$ cat src/rtl/mm_pkg.sv
`default_nettype none

package mm_pkg;

  ////////////////////
  // Sizes
  ////////////////////

  // Matrix dimension, also the lane count of every port
  localparam int MAT_SIZE = 4;
  localparam int DATA_WIDTH = 16;
  localparam int ADDR_WIDTH = $clog2(MAT_SIZE);

  // Bank read, then skew of the last lane, then the walk across the grid
  localparam int FLUSH_CYCLES = 1 + (MAT_SIZE - 1) + 2 * (MAT_SIZE - 1);

  // Step counter in the control block covers the longest phase
  localparam int STEP_WIDTH = $clog2(FLUSH_CYCLES + 1);

  ////////////////////
  // Types
  ////////////////////

  typedef logic [DATA_WIDTH-1:0] elem_t;

  // Lane i holds element i
  typedef elem_t [MAT_SIZE-1:0] vec_t;

  typedef struct packed {
    logic                  we_a;
    logic                  we_b;
    logic                  rd_en;
    logic [ADDR_WIDTH-1:0] addr;
    vec_t                  data;
  } host_cmd_t;

  // One operand on its way through the array
  typedef struct packed {
    logic  valid;
    elem_t data;
  } lane_t;

  typedef lane_t [MAT_SIZE-1:0] lane_vec_t;

endpackage

`default_nettype wire
$ cat src/rtl/result_bank.sv
`timescale 1ns/1ps
`default_nettype none

module result_bank
  import mm_pkg::*;
(
  input  logic                  clk,
  input  logic                  reset,
  input  logic                  wr_en,
  input  logic [ADDR_WIDTH-1:0] wr_row,
  input  vec_t                  wr_data,
  input  logic                  rd_en,
  input  logic [ADDR_WIDTH-1:0] rd_addr,
  output vec_t                  rd_data
);

  vec_t mem [MAT_SIZE];
  vec_t rd_word;
  logic rd_pending;

  ////////////////////
  // Drain write
  ////////////////////

  always_ff @(posedge clk) begin
    if (wr_en) begin
      mem[wr_row] <= wr_data;
    end
  end

  ////////////////////
  // Host read
  ////////////////////

  // First stage, memory read and request flag
  always_ff @(posedge clk) begin
    rd_word <= mem[rd_addr];
  end

  always_ff @(posedge clk) begin
    if (reset) begin
      rd_pending <= 1'b0;
    end else begin
      rd_pending <= rd_en;
    end
  end

  // Second stage keeps the last row read until the next request
  always_ff @(posedge clk) begin
    if (rd_pending) begin
      rd_data <= rd_word;
    end
  end

endmodule

`default_nettype wire

$ cat config.mk
export PLATFORM = sky130hd
export DESIGN_NAME = result_bank
export DESIGN_NICKNAME = d
export VERILOG_FILES = /design/src/rtl/mm_pkg.sv /design/src/rtl/result_bank.sv
export SDC_FILE = /design/constraint.sdc
export NUM_CORES = 1
export LEC_CHECK = 0
export ABC_AREA = 0
export BUFFER_PORTS_ARGS = -buffer_cell sky130_fd_sc_hd__buf_4
export CAP_MARGIN = 20
export CORE_ASPECT_RATIO = 1.25
export CORE_MARGIN = 1
export CORE_UTILIZATION = 25
export DETAILED_ROUTE_END_ITERATION = 16
export PLACE_DENSITY_LB_ADDON = 0.05
export SYNTH_ARGS = -nofsm -noshare
export SYNTH_HDL_FRONTEND = slang
export SYNTH_SLANG_ARGS = --single-unit
$ cat constraint.sdc
create_clock -name clk -period 11.2 [get_ports clk]
set_input_delay 0.56 -clock clk [delete_from_list [all_inputs] [get_ports clk]]
set_output_delay 0.56 -clock clk [all_outputs]
set_load 0.005 [all_outputs]
After elaboration in Yosys (flattened, before gate mapping)
Memories as Yosys holds them, arrays and structs flattened. A register that Yosys moved wholly into a read port is not among the register bits.
Index checks and enable logic that the tools add are counted.

storage, ports and cells
  memories kept = 1
  memory bits (writable) = 256
  logic and storage cells = 8
  latch bits = 0
  register bits after elaboration = 65
  memory bits (read-only) = 0

memories
  memory  words  bits a word  read ports  clocked after Yosys merged registers in  write ports  line               text
  mem     4      64           1           1                                        1            result_bank.sv:17  vec_t mem [MAT_SIZE];

operators by class
  multiply operators = 0
  multiplexer cells = 2
  reduce and logical (&&, ||, !) cells = 0
  shift operators = 0
  divide/modulo/power cells = 0
  bitwise operators = 0
  $lt $le $gt $ge = 0
  add/sub/neg operators = 0
  equality and inequality tests = 0

operators by type and width
  operator  count
  $mux 1    2

Longest topological paths before layout
Gate-level depths: netlist of the first run.

  word-level depth = 2
  depth in mapped cells = 3

Worst setup path after synthesis of the first run
OpenSTA, ideal clock, no wires.

  path type = input to register
  start point = input wr_row[1]
  end point = memory mem[0][0] (netlist name), enable pin
  buffers on the path = 0
  required time = 10.621 ns
  stages on the path = 1
  arrival = 5.262 ns
  path slack = 5.359 ns
  setup time = 0.579 ns
  cells stage by stage = nor3b_1

RTL lines
  element          line               text
  start, declared  result_bank.sv:10  input logic [ADDR_WIDTH-1:0] wr_row,
  end, declared    result_bank.sv:17

Straight into the memory's write port.

Worst setup path after layout of the first run
  start point = input rd_addr[0]
  end point = register rd_word[63] (netlist name) (read register of mem)

RTL lines
  element          line               text
  start, declared  result_bank.sv:13  input logic [ADDR_WIDTH-1:0] rd_addr,
  end, declared    result_bank.sv:18  vec_t rd_word;

No word-level cell between the ends.

==> run summary, run 1 <==
Clock latency on the worst-skew pair, taken at its later pin, is 540 ps. The number of cells in the design after placement is 1,250. The number of global-route vias before repair was 5,843. The share of cells above drive strength 1 is 39.2%. The routed wire length per instance came out at 19.7 microns. Sequential elements use 86.8% of the synthesized area. The slowest library cell on the worst path is sky130_fd_sc_hd__buf_4. The reported leakage power came out at 5.30 nW. The number of sinks handled by clock tree synthesis is 385. The first-pass iteration count of the detailed router is 4. The root buffer cell chosen for the clock tree is sky130_fd_sc_hd__clkbuf_16. The filler-free cell count of the finished design came out at 1,325. The most numerous cell type found on the critical path is sky130_fd_sc_hd__buf_4. The startpoint of the worst-slack reg-to-reg timing path is rd_pending. The placer congestion estimate is 0.634.

The unique cell type count in the Yosys netlist came out at 12. The worst setup path is launched from a primary input. The clock period minus worst slack is 2080 ps. Setup repair after global routing left no endpoint under its margin. The post-cts resize count is 0.

The all-layer global routing usage is 10.4%. The worst path required time is 11,600 ps. Counting the buffers created by CTS gives 41. The initial cell density of the core came out at 25.4%. The largest stage delay on the critical path is 820 ps. The number of buffers on the longest clock path is 3. The count of vias placed by the detailed router came out at 5,200. The number of hold violations in the final report came out at 0.

The total negative slack for setup checks is 0 ps. The initial antenna violation count is 0. Wires add up to 26.0 mm. The post-cts hold buffer count came out at 0.

Power comes to 3.11 mW. The synthesized area per cell came out at 26.9 sq um. The area overhead of the layout relative to synthesis came out at 24.8%. The reg2reg setup slack is 9520 ps. The most critical setup path has its endpoint at rd_word[63]. The tightest min-delay check is of the primary input to flop type.

Summed over all instances, the cell type with the most area after synthesis is sky130_fd_sc_hd__edfxtp_1. The clock tree from TritonCTS is built. The count of cells along the worst register-to-register path came out at 1. The critical path class is primary input to flop. Clock-pin slew was measured on the worst setup and hold paths at 50 ps. The critical path goes through buf_4 > buf_4 > mux4_1. OpenSTA, run right after detailed placement, puts the worst setup slack at 8430 ps.

The height of the die came out at 253 microns. The row count came out at 91. The per-cell via count in the routed design came out at 3.92. The number of I/O pins is 136.

By area the synthesized netlist is led by sky130_fd_sc_hd__edfxtp_1 76%, sky130_fd_sc_hd__mux4_2 11%, sky130_fd_sc_hd__dfxtp_1 10%. The H-tree was split into 2 levels. The largest driver fanout on the critical path came out at 42.

The transition time at the pin with the least slew margin came out at 909 ps. The setup-violating endpoint count in the final report came out at 0. The total DRC errors in the routed layout is 0. The number of antenna cells inserted is 0. The width of the die came out at 203 microns. The run finished with clean final reports. The reported max-cap violation count came out at 0. The core footprint came out at 49,500 sq um. The count of port buffers added during placement came out at 135.

The post-synth net total is 540. Based on the critical path, the design can be clocked at up to 0.480 GHz. Detailed placement ended at an HPWL of 14.6 mm. During synthesis, Yosys emitted a total of 0 warnings. The total congestion overflow came out at 0. The cell area power density came out at 198 nW/um^2. The number of nets in the layout is 714. The number of DRC violations after detailed-routing iteration 0 came out at 243.

The number of instances in the synthesized netlist came out at 468. The number of max-slew violations in the final report came out at 0. The final critical-path setup slack came out at 9120 ps. The post-route clock skew came out at 13.4 ps.

The final worst hold slack came out at 180 ps. The period utilization is 18.6%. The endpoint identified for the worst register-to-register timing path is rd_data[9].

The worst-case headroom to the max-slew limit came out at 39.4%. The die covers 51,200 sq um. The antenna violation net count after detailed routing is 0.

The count of buffers added by post-CTS timing repair for setup came out at 0. The global-route wire length before repair came out at 38.2 mm. STA puts the critical path data arrival time at 2480 ps. The worst setup path is captured at a flop. The number of filler instances in the final layout came out at 4,706. The fraction of synthesized cell area taken by the top area cell type came out at 76.4%.

Entering global routing, the biggest net connects 47 pins. In this run the worst setup path begins at rd_addr[0]. The worst vdd rail ir drop is 0.000102 V.

The area of the mapped netlist came out at 12,600 sq um. Counting flops and latches in the post-synthesis netlist gives 385.
[Yosys cell counts]
library cell / instances
sky130_fd_sc_hd__edfxtp_1: 320
sky130_fd_sc_hd__dfxtp_1: 65
sky130_fd_sc_hd__mux4_2: 60
sky130_fd_sc_hd__buf_12: 6
sky130_fd_sc_hd__buf_2: 6
sky130_fd_sc_hd__mux4_1: 4
sky130_fd_sc_hd__and3b_1: 2
sky130_fd_sc_hd__and3_1: 1
sky130_fd_sc_hd__buf_6: 1
sky130_fd_sc_hd__clkbuf_2: 1
sky130_fd_sc_hd__nor2b_1: 1
sky130_fd_sc_hd__nor3b_1: 1
[cell usage in the layout, fill, tap and decap left out]
cell / count
sky130_fd_sc_hd__and3b_4: 2
sky130_fd_sc_hd__clkbuf_16: 43
sky130_fd_sc_hd__buf_4: 143
sky130_fd_sc_hd__mux4_2: 60
sky130_fd_sc_hd__buf_16: 2
sky130_fd_sc_hd__clkbuf_8: 1
sky130_fd_sc_hd__dfxtp_4: 1
sky130_fd_sc_hd__nor3b_2: 1
sky130_fd_sc_hd__inv_6: 1
sky130_fd_sc_hd__edfxtp_1: 320
sky130_fd_sc_hd__clkinv_2: 5
sky130_fd_sc_hd__and3_4: 1
sky130_fd_sc_hd__nor2b_1: 1
sky130_fd_sc_hd__bufinv_16: 4
sky130_fd_sc_hd__mux4_1: 4
sky130_fd_sc_hd__dfxtp_1: 64
sky130_fd_sc_hd__clkbuf_1: 15
sky130_fd_sc_hd__clkinv_1: 6
[power by group]
| group | switching, mW | internal (mW) |
|---|---|---|
| clock | 0.526 | 0.803 |
| sequential | 0.0230 | 1.64 |
| combinational | 0.0586 | 0.0633 |
| total | 0.607 | 2.51 |
[cell type report]
| cell class | instances | area (sq um) | area share (%) |
|---|---|---|---|
| Sequential cell | 385 | 10900 | 69.6 |
| Multi-Input combinational cell | 69 | 1510 | 9.63 |
| Clock buffer | 59 | 1150 | 7.30 |
| Timing Repair Buffer | 145 | 1130 | 7.19 |
| Tap cell | 651 | 815 | 5.19 |
| Clock inverter | 16 | 176 | 1.12 |
[flip-flops by register name, indices dropped and copies added (netlist names)]
signal	flops
rd_data	64
rd_pending	1
mem	256
rd_word	64
[metrics by stage]
step,utilization (%),cell area (sq um)
global route,31.7,15700
detailed placement,29.0,14400
CTS,31.7,15700
floorplan,-,12600
global placement,28.9,14300
finish,31.7,15700
[worst max-delay path: cells and delay by family]
family | cells | cell delay [ps]
multiplexers | 1 | 650
buffers and inverters | 2 | 1250
[per-layer routing]
layer	global-route usage, %	vias up	wire length [microns]
met1	12.3	2721	10600
li1	-	2300	-
met2	18.0	129	13500
met5	0	-	0
met4	4.10	0	708
met3	2.57	50	1240
[worst min-delay path by stage]
stage                           start          end  cells after the start
after floorplan            rd_word[0]   rd_data[0]                      0
after global placement    rd_word[60]  rd_data[60]                      0
after detailed placement  rd_word[23]  rd_data[23]                      0
after CTS                       reset   rd_pending                      2
after global routing            reset   rd_pending                      2
final                           reset   rd_pending                      2
[cells by family (layout without fill, tap and decap cells)]
kind of cell | Yosys count | count (layout) | synth area share [%]
buffers and inverters | 14 | 220 | 1.32
AND/OR/NAND/NOR | 5 | 5 | 0.299
multiplexers | 64 | 64 | 11.6
flip-flops | 385 | 385 | 86.8
No activity file was read; power rests on OpenSTA's default activity.
==> run 2: changes to the inputs <==
clock period = 1.85 ns   (was 11.2 ns; I/O delays follow)
==> run 2 against run 1 <==
Register-to-register slack got worse by 8900 ps. Critical path depth fell by 2. Design area rose by 4.7%. Clock-buffer cell count fell by 4. Largest cell class unchanged. Core utilization rose by 1.5 points. Global-route usage rose by 0.18 points. Wire length rose by 0.78%. Die area did not move. First-iteration DRC count fell by 26%. Clock skew fell by 2.0 ps. Non-clock buffer count rose by 70. Hold slack got worse by 82 ps.
==> run summary, run 2 (same netlist as run 1, synthesis figures left out) <==
The all-layer global routing usage was 10.6% (+0.18 points). The critical path goes through buf_4. The post-cts resize count came to 0 (unchanged).

The worst vdd rail ir drop was 0.000525 V (+410%). The sequential cell fraction of total power came out at 54.0% (+0.6 points). The area of the die is 51,200 sq um (unchanged).

The count of vias placed by the detailed router is 5,413 (+4.1%). The fmax came out at 0.815 GHz. The height of the die came to 253 microns (unchanged). The clock period minus worst slack came out at 1230 ps. The largest driver fanout on the critical path came out at 1 (-98%).

The first-pass iteration count of the detailed router is 4 (unchanged). The count of cells along the worst register-to-register path came to 1 (unchanged). The cell sitting at the root of the clock tree is a sky130_fd_sc_hd__clkbuf_16.

The H-tree level count is 2 (unchanged). The number of DRC violations after detailed-routing iteration 0 is 179 (-26%). The worst setup path is of the flop to output port kind. The number of global-route vias before repair came out at 6,240 (+6.8%). The post-route total power is 18.6 mW (+500%).

The flip-flop count of the largest register after layout came out at 256 (unchanged). The number of max-slew violations in the final report was 0 (unchanged). The combined flip-flop and latch cell area is 10,900 sq um (unchanged). The number of buffers created by CTS was 41 (unchanged). The clock transition at the registers of the reported paths was 60 ps (about the same). The number of hold violations in the final report came out at 0 (unchanged). The worst path required time was 1760 ps (-9840 ps).

The clock network fraction of total power came out at 41.2% (-1.5 points). The routed wire length per instance was 18.8 microns (-4.3%). The per-cell via count in the routed design came to 3.88 (-1.1%). The net switching component of the power is 3.68 mW (+510%). The post-cts hold buffer count came out at 66 (+66). The transition time at the pin with the least slew margin came out at 478 ps (-431 ps).

The pin count of the biggest net entering global routing is 65 (+38%). The startpoint identified for the worst hold timing path is rd_addr[0]. The total congestion overflow came out at 0 (unchanged).

Setup repair after global routing left no endpoint under its margin. The placer congestion estimate came out at 0.637 (+0.54%). In this run the critical register-to-register path is launched from rd_pending.

The period utilization came out at 66.3%. The setup-violating endpoint count in the final report is 0 (unchanged). The antenna violation net count after detailed routing came to 0 (unchanged). The count of port buffers added during placement came out at 135 (unchanged). The share of cells above drive strength 1 came to 36.1% (-3.1 points).

The number of I/O pins was 136 (unchanged). The number of buffers on the longest clock path is 3 (unchanged). The multi-input gate area in the final layout came to 1520 sq um (+0.41%). The register bank with the most flops is mem.

The cell area power density came out at 1130 nW/um^2 (+470%). The width of the die is 203 microns (unchanged). The clock latency on the worst-skew pair is 530 ps (about the same).

STA classifies the critical path startpoint as a flop. The initial antenna violation count came out at 2 (+2). The final routed wirelength across all metal layers came to 26.3 mm (+0.78%).

The largest registers in the layout are mem (256), rd_data (64), rd_word (64). The reported leakage power came out at 5.60 nW (+5.6%). The flow ran to the end, and the final reports show no timing, DRC or antenna violations. The internal power contribution is 15.0 mW (+500%). The worst hold path stage count was 2 (unchanged). The area overhead of the layout relative to synthesis is 30.7%. The row count came out at 91 (unchanged). The data arrival time of the worst path came out at 1130 ps (-1350 ps). On the critical path, the stage with the largest delay is an instance of sky130_fd_sc_hd__edfxtp_1. The global-route wire length before repair is 39.4 mm (+3.3%). The worst hold path endpoint is rd_word[6]. The switching power as a share of total power came out at 19.7% (+0.23 points). The final worst hold slack came out at 98.5 ps (-81.8 ps). The total negative slack for setup checks is 0 ps (unchanged). The number of filler instances in the final layout came to 4,726 (+0.42%). The initial cell density of the core is 25.4% (unchanged). In the layout the commonest cells are 320 x sky130_fd_sc_hd__edfxtp_1, 138 x sky130_fd_sc_hd__buf_4, 66 x sky130_fd_sc_hd__dlygate4sd3_1, 64 x sky130_fd_sc_hd__dfxtp_1, 60 x sky130_fd_sc_hd__mux4_2. The tightest min-delay check is of the primary input to flop type. TritonCTS built the clock tree. The family with the most delay on the worst path is flip-flops.

The count of buffers added by post-CTS timing repair for setup came out at 0 (unchanged). The core footprint is 49,500 sq um (unchanged). The critical path buffer and inverter count is 1 (-1). The total DRC errors in the routed layout came out at 0 (unchanged). The largest stage delay on the critical path is 440 ps (-380 ps). The commonest non-fill, non-tap cell in the layout is sky130_fd_sc_hd__edfxtp_1. The number of sinks handled by clock tree synthesis came out at 385 (unchanged). The post-route clock skew is 11.4 ps (-1.98 ps).

The reg2reg setup slack came to 660 ps (-8860 ps). The HPWL reported at the end of detailed placement came out at 14.8 mm (+1.1%). The worst-case headroom to the max-slew limit came out at 68.1% (+29 points). The reported max-cap violation count came out at 0 (unchanged). STA classifies the critical path endpoint as an output port. The combinational power share is 4.8% (+0.9 points). The number of nets in the layout came out at 784 (+9.8%).

The endpoint identified for the worst register-to-register timing path is rd_data[43].
[run 2: worst max path at each step]
stage                     depth (start not counted)           to  slack, ps   startpoint
after floorplan                                   1    mem[0][0]       -330        wr_en
after global placement                            3  rd_word[62]        490   rd_addr[0]
after detailed placement                          3  rd_word[17]        470   rd_addr[0]
after CTS                                         1  rd_data[30]        570  rd_data[30]
after global routing                              1  rd_data[30]        560  rd_data[30]
final                                             1  rd_data[30]        620  rd_data[30]
[run 2: layout make-up]
type	instances	share of cell area, %
Antenna cell	2	0.0305
Clock buffer	55	6.87
Clock inverter	18	0.792
Multi-Input combinational cell	69	9.24
Sequential cell	385	66.4
Tap cell	651	4.96
Timing Repair Buffer	215	11.7
[run 2: layer usage]
layer	vias to the layer above	GRT usage, %	wire length (microns)
met4	0	3.52	533
met5	-	0	0
met3	38	2.51	1160
met1	2812	11.7	10300
li1	2451	-	-
met2	112	19.6	14200
[run 2: stage by stage]
stage          utilization, %  setup WS, ps  std cells  cell area (sq um)
2_1_floorplan               -          -334        468              12600
3_3_place_gp             29.3           491       1254              14500
3_5_place_dp             29.3           469       1254              14500
4_1_cts                  33.2           575       1393              16400
5_1_grt                  33.2           560       1395              16400
6_report                 33.2           624       1395              16400
[run 2: power groups by stage]
stage	combinational, mW	clock (mW)	sequential (mW)
finish	0.896	7.68	10.1
floorplan	0.371	0	10.2
CTS	0.938	8.01	10.1
global placement	0.796	0	10.2
global route	0.980	8.33	10.1
detailed placement	0.816	0	10.2
==> run 3: changes to the inputs <==
clock period = 1 ns   (was 1.85 ns; I/O delays follow)
==> run 3 against run 2 <==
The run now ends with setup timing left. Design area grew 3.6%. Sequential power is 84% higher. Non-clock buffer count up 20. First-iteration DRC count is 74% higher. Wire length rose by 2.9%. Clock skew fell by 4.1 ps. Flip-flop and latch count is the same. Via count increased by 2.8%. Total power rose by 92%. Critical path type unchanged. Critical endpoint is now rd_data[0]. Highest routed layer unchanged.
==> run summary, run 3 (same netlist as run 1, synthesis figures left out) <==
More flip-flops sit in one register than any other, and that register is mem. The number of max-slew violations in the final report came out at 0 (unchanged). The met2 track utilization from global routing came out at 19.4% (-0.17 points). The number of nets in the layout is 804 (+2.6%). The global-route wire length before repair is 40.6 mm (+3.0%). The number of buffers on the longest clock path came out at 3 (unchanged). The number of DRC violations after detailed-routing iteration 0 came to 312 (+74%).

The filler-free cell count of the finished design is 1,416 (+1.5%). The count of buffers added by post-CTS timing repair for setup is 0 (unchanged). The transition time at the pin with the least slew margin is 248 ps (-230 ps). The HPWL reported at the end of detailed placement is 17.0 mm (+15%). The worst path in the final design needs a cycle of 1180 ps, including I/O delays and setup.

The cell area power density came out at 2100 nW/um^2 (+85%). The period utilization came out at 118%. The worst vdd rail ir drop is 0.00114 V (+120%).

The worst path required time is 950 ps (-810 ps). Compared with the post-synthesis result, the final layout area differs by 35.4%. The height of the die came to 253 microns (unchanged). The initial antenna violation count came out at 0 (-2). The core footprint was 49,500 sq um (unchanged). The first-pass iteration count of the detailed router is 4 (unchanged).

The count of port buffers added during placement is 135 (unchanged). The final instance area is 17,000 sq um (+3.6%). The flip-flop count of the largest register after layout came out at 256 (unchanged).

The area of the die came out at 51,200 sq um (unchanged). The slowest library cell on the worst path is sky130_fd_sc_hd__edfxtp_1. The reg2reg setup slack is 20 ps (-640 ps). The number of filler instances in the final layout is 4,646 (-1.7%).

The pin count of the biggest net entering global routing was 29 (-55%). The H-tree level count came to 2 (unchanged). The final routed wirelength across all metal layers was 27.0 mm (+2.9%).

The count of vias placed by the detailed router came out at 5,565 (+2.8%). The post-route total power is 35.8 mW (+92%). The tree is rooted in a sky130_fd_sc_hd__clkbuf_16. The per-cell via count in the routed design came out at 3.93 (+1.3%). The number of hold violations in the final report came out at 0 (unchanged). The met3 usage is 2.24% (-0.27 points). The number of buffers created by CTS is 41 (unchanged). The number of antenna cells inserted was 0 (-2).

The initial cell density of the core was 25.4% (unchanged). The clock latency on the worst-skew pair came to 530 ps (about the same). The number of cells in the design after placement is 1,273 (+1.5%). The reported max-cap violation count came out at 0 (unchanged).

STA classifies the critical path startpoint as a flop. The reported leakage power came to 5.85 nW (+4.5%). The total DRC errors in the routed layout is 0 (unchanged). The number of global-route vias before repair is 6,293 (+0.85%). The final reports fail on setup timing.

The utilization after layout is 34.4% (+1.2 points). The data arrival time of the worst path is 1130 ps (about the same). The critical path class is flop to output port.

The largest registers in the layout are mem (256), rd_data (64), rd_word (64). The routed wire length per instance came out at 19.1 microns (+1.3%). The total cell area at the placement stage is 14,800 sq um (+2.4%). The global routing usage on met1 is 13.0% (+1.3 points). The commonest non-fill, non-tap cell in the layout is sky130_fd_sc_hd__edfxtp_1. Walking the worst path, the cells encountered are buf_4. The worst-case headroom to the max-slew limit is 83.5% (+15 points). In this design, the largest share of critical-path delay is due to flip-flops. The setup-violating endpoint count in the final report is 64 (+64). The clock tree from TritonCTS is built.

The placer congestion estimate is 0.668 (+4.8%). The final critical-path setup slack came to -178 ps (-801 ps). The number of sinks handled by clock tree synthesis came to 385 (unchanged). The worst setup path is captured at an output port.

The all-layer global routing usage is 10.9% (+0.36 points). The run finished, with violations left. The path class of the tightest hold or removal check is primary input to flop.

The row count is 91 (unchanged). The total congestion overflow is 0 (unchanged). The number of I/O pins is 136 (unchanged).

Leaving out fill and tap cells, the most frequent cells in the layout are 320 x sky130_fd_sc_hd__edfxtp_1, 108 x sky130_fd_sc_hd__buf_4, 67 x sky130_fd_sc_hd__dlygate4sd3_1, 64 x sky130_fd_sc_hd__dfxtp_1, 62 x sky130_fd_sc_hd__mux4_2. The clock transition at the registers of the reported paths came out at 60 ps (about the same). The largest driver fanout on the critical path was 1 (unchanged). The width of the die is 203 microns (unchanged).

The share of cells above drive strength 1 is 39.6% (+3.5 points). The post-route clock skew came out at 7.32 ps (-4.11 ps). The largest stage delay on the critical path is 430 ps (about the same). The antenna violation net count after detailed routing came out at 0 (unchanged). The critical path buffer and inverter count is 1 (unchanged). The post-placement worst setup slack is -219 ps (-688 ps).

In this run the most used layer during global routing was met2. Based on the critical path, the design can be clocked at up to 0.849 GHz. Setup repair after global routing could not meet its margin everywhere.
run 3: per-layer routing:
layer / routed length (microns) / part of all wire [%] / vias to the layer above
li1: - / - / 2491
met2: 14200 / 53 / 119
met1: 11000 / 41 / 2906
met4: 670 / 2.5 / 0
met3: 1120 / 4.2 / 49
met5: 0 / 0 / -
run 3: layout make-up:
cell class | count | area [sq um] | area share, %
sequential | 385 | 10900 | 64.1
timing repair buffer | 235 | 2390 | 14.1
multi-input combinational | 69 | 1510 | 8.87
clock buffer | 53 | 1160 | 6.84
tap | 651 | 815 | 4.78
clock inverter | 23 | 228 | 1.34
run 3: worst paths after layout:
path,from,end,cells after the start
max,rd_data[0],rd_data[0],1
min,rd_addr[0],rd_word[55],2
max reg2reg,mem[3][17],rd_word[17],1
min reg2reg,rd_word[33],rd_data[33],0
run 3: report_power, final:
group	switching, mW	internal [mW]	leakage, nW	total [mW]
Combinational	0.786	1.07	1.68	1.86
Clock	6.10	9.27	0.677	15.4
Sequential	0.232	18.3	3.50	18.6
Total	7.12	28.7	5.85	35.8
run 3: through the flow:
step,hold WS [ps],setup TNS [ps]
after floorplan,112,-105790
after global placement,200,-31950
after detailed placement,204,-32080
after CTS,1.91,-9280
after global routing,22.5,-9870
final,24.1,-6670
run 3: repair_timing:
action / CTS / global route
pin swaps: 0 / 0
setup endpoints to repair: 65 / 70
hold endpoints to repair: 259 / 0
gates resized for setup: 24 / 11
hold buffers: 67 / 0
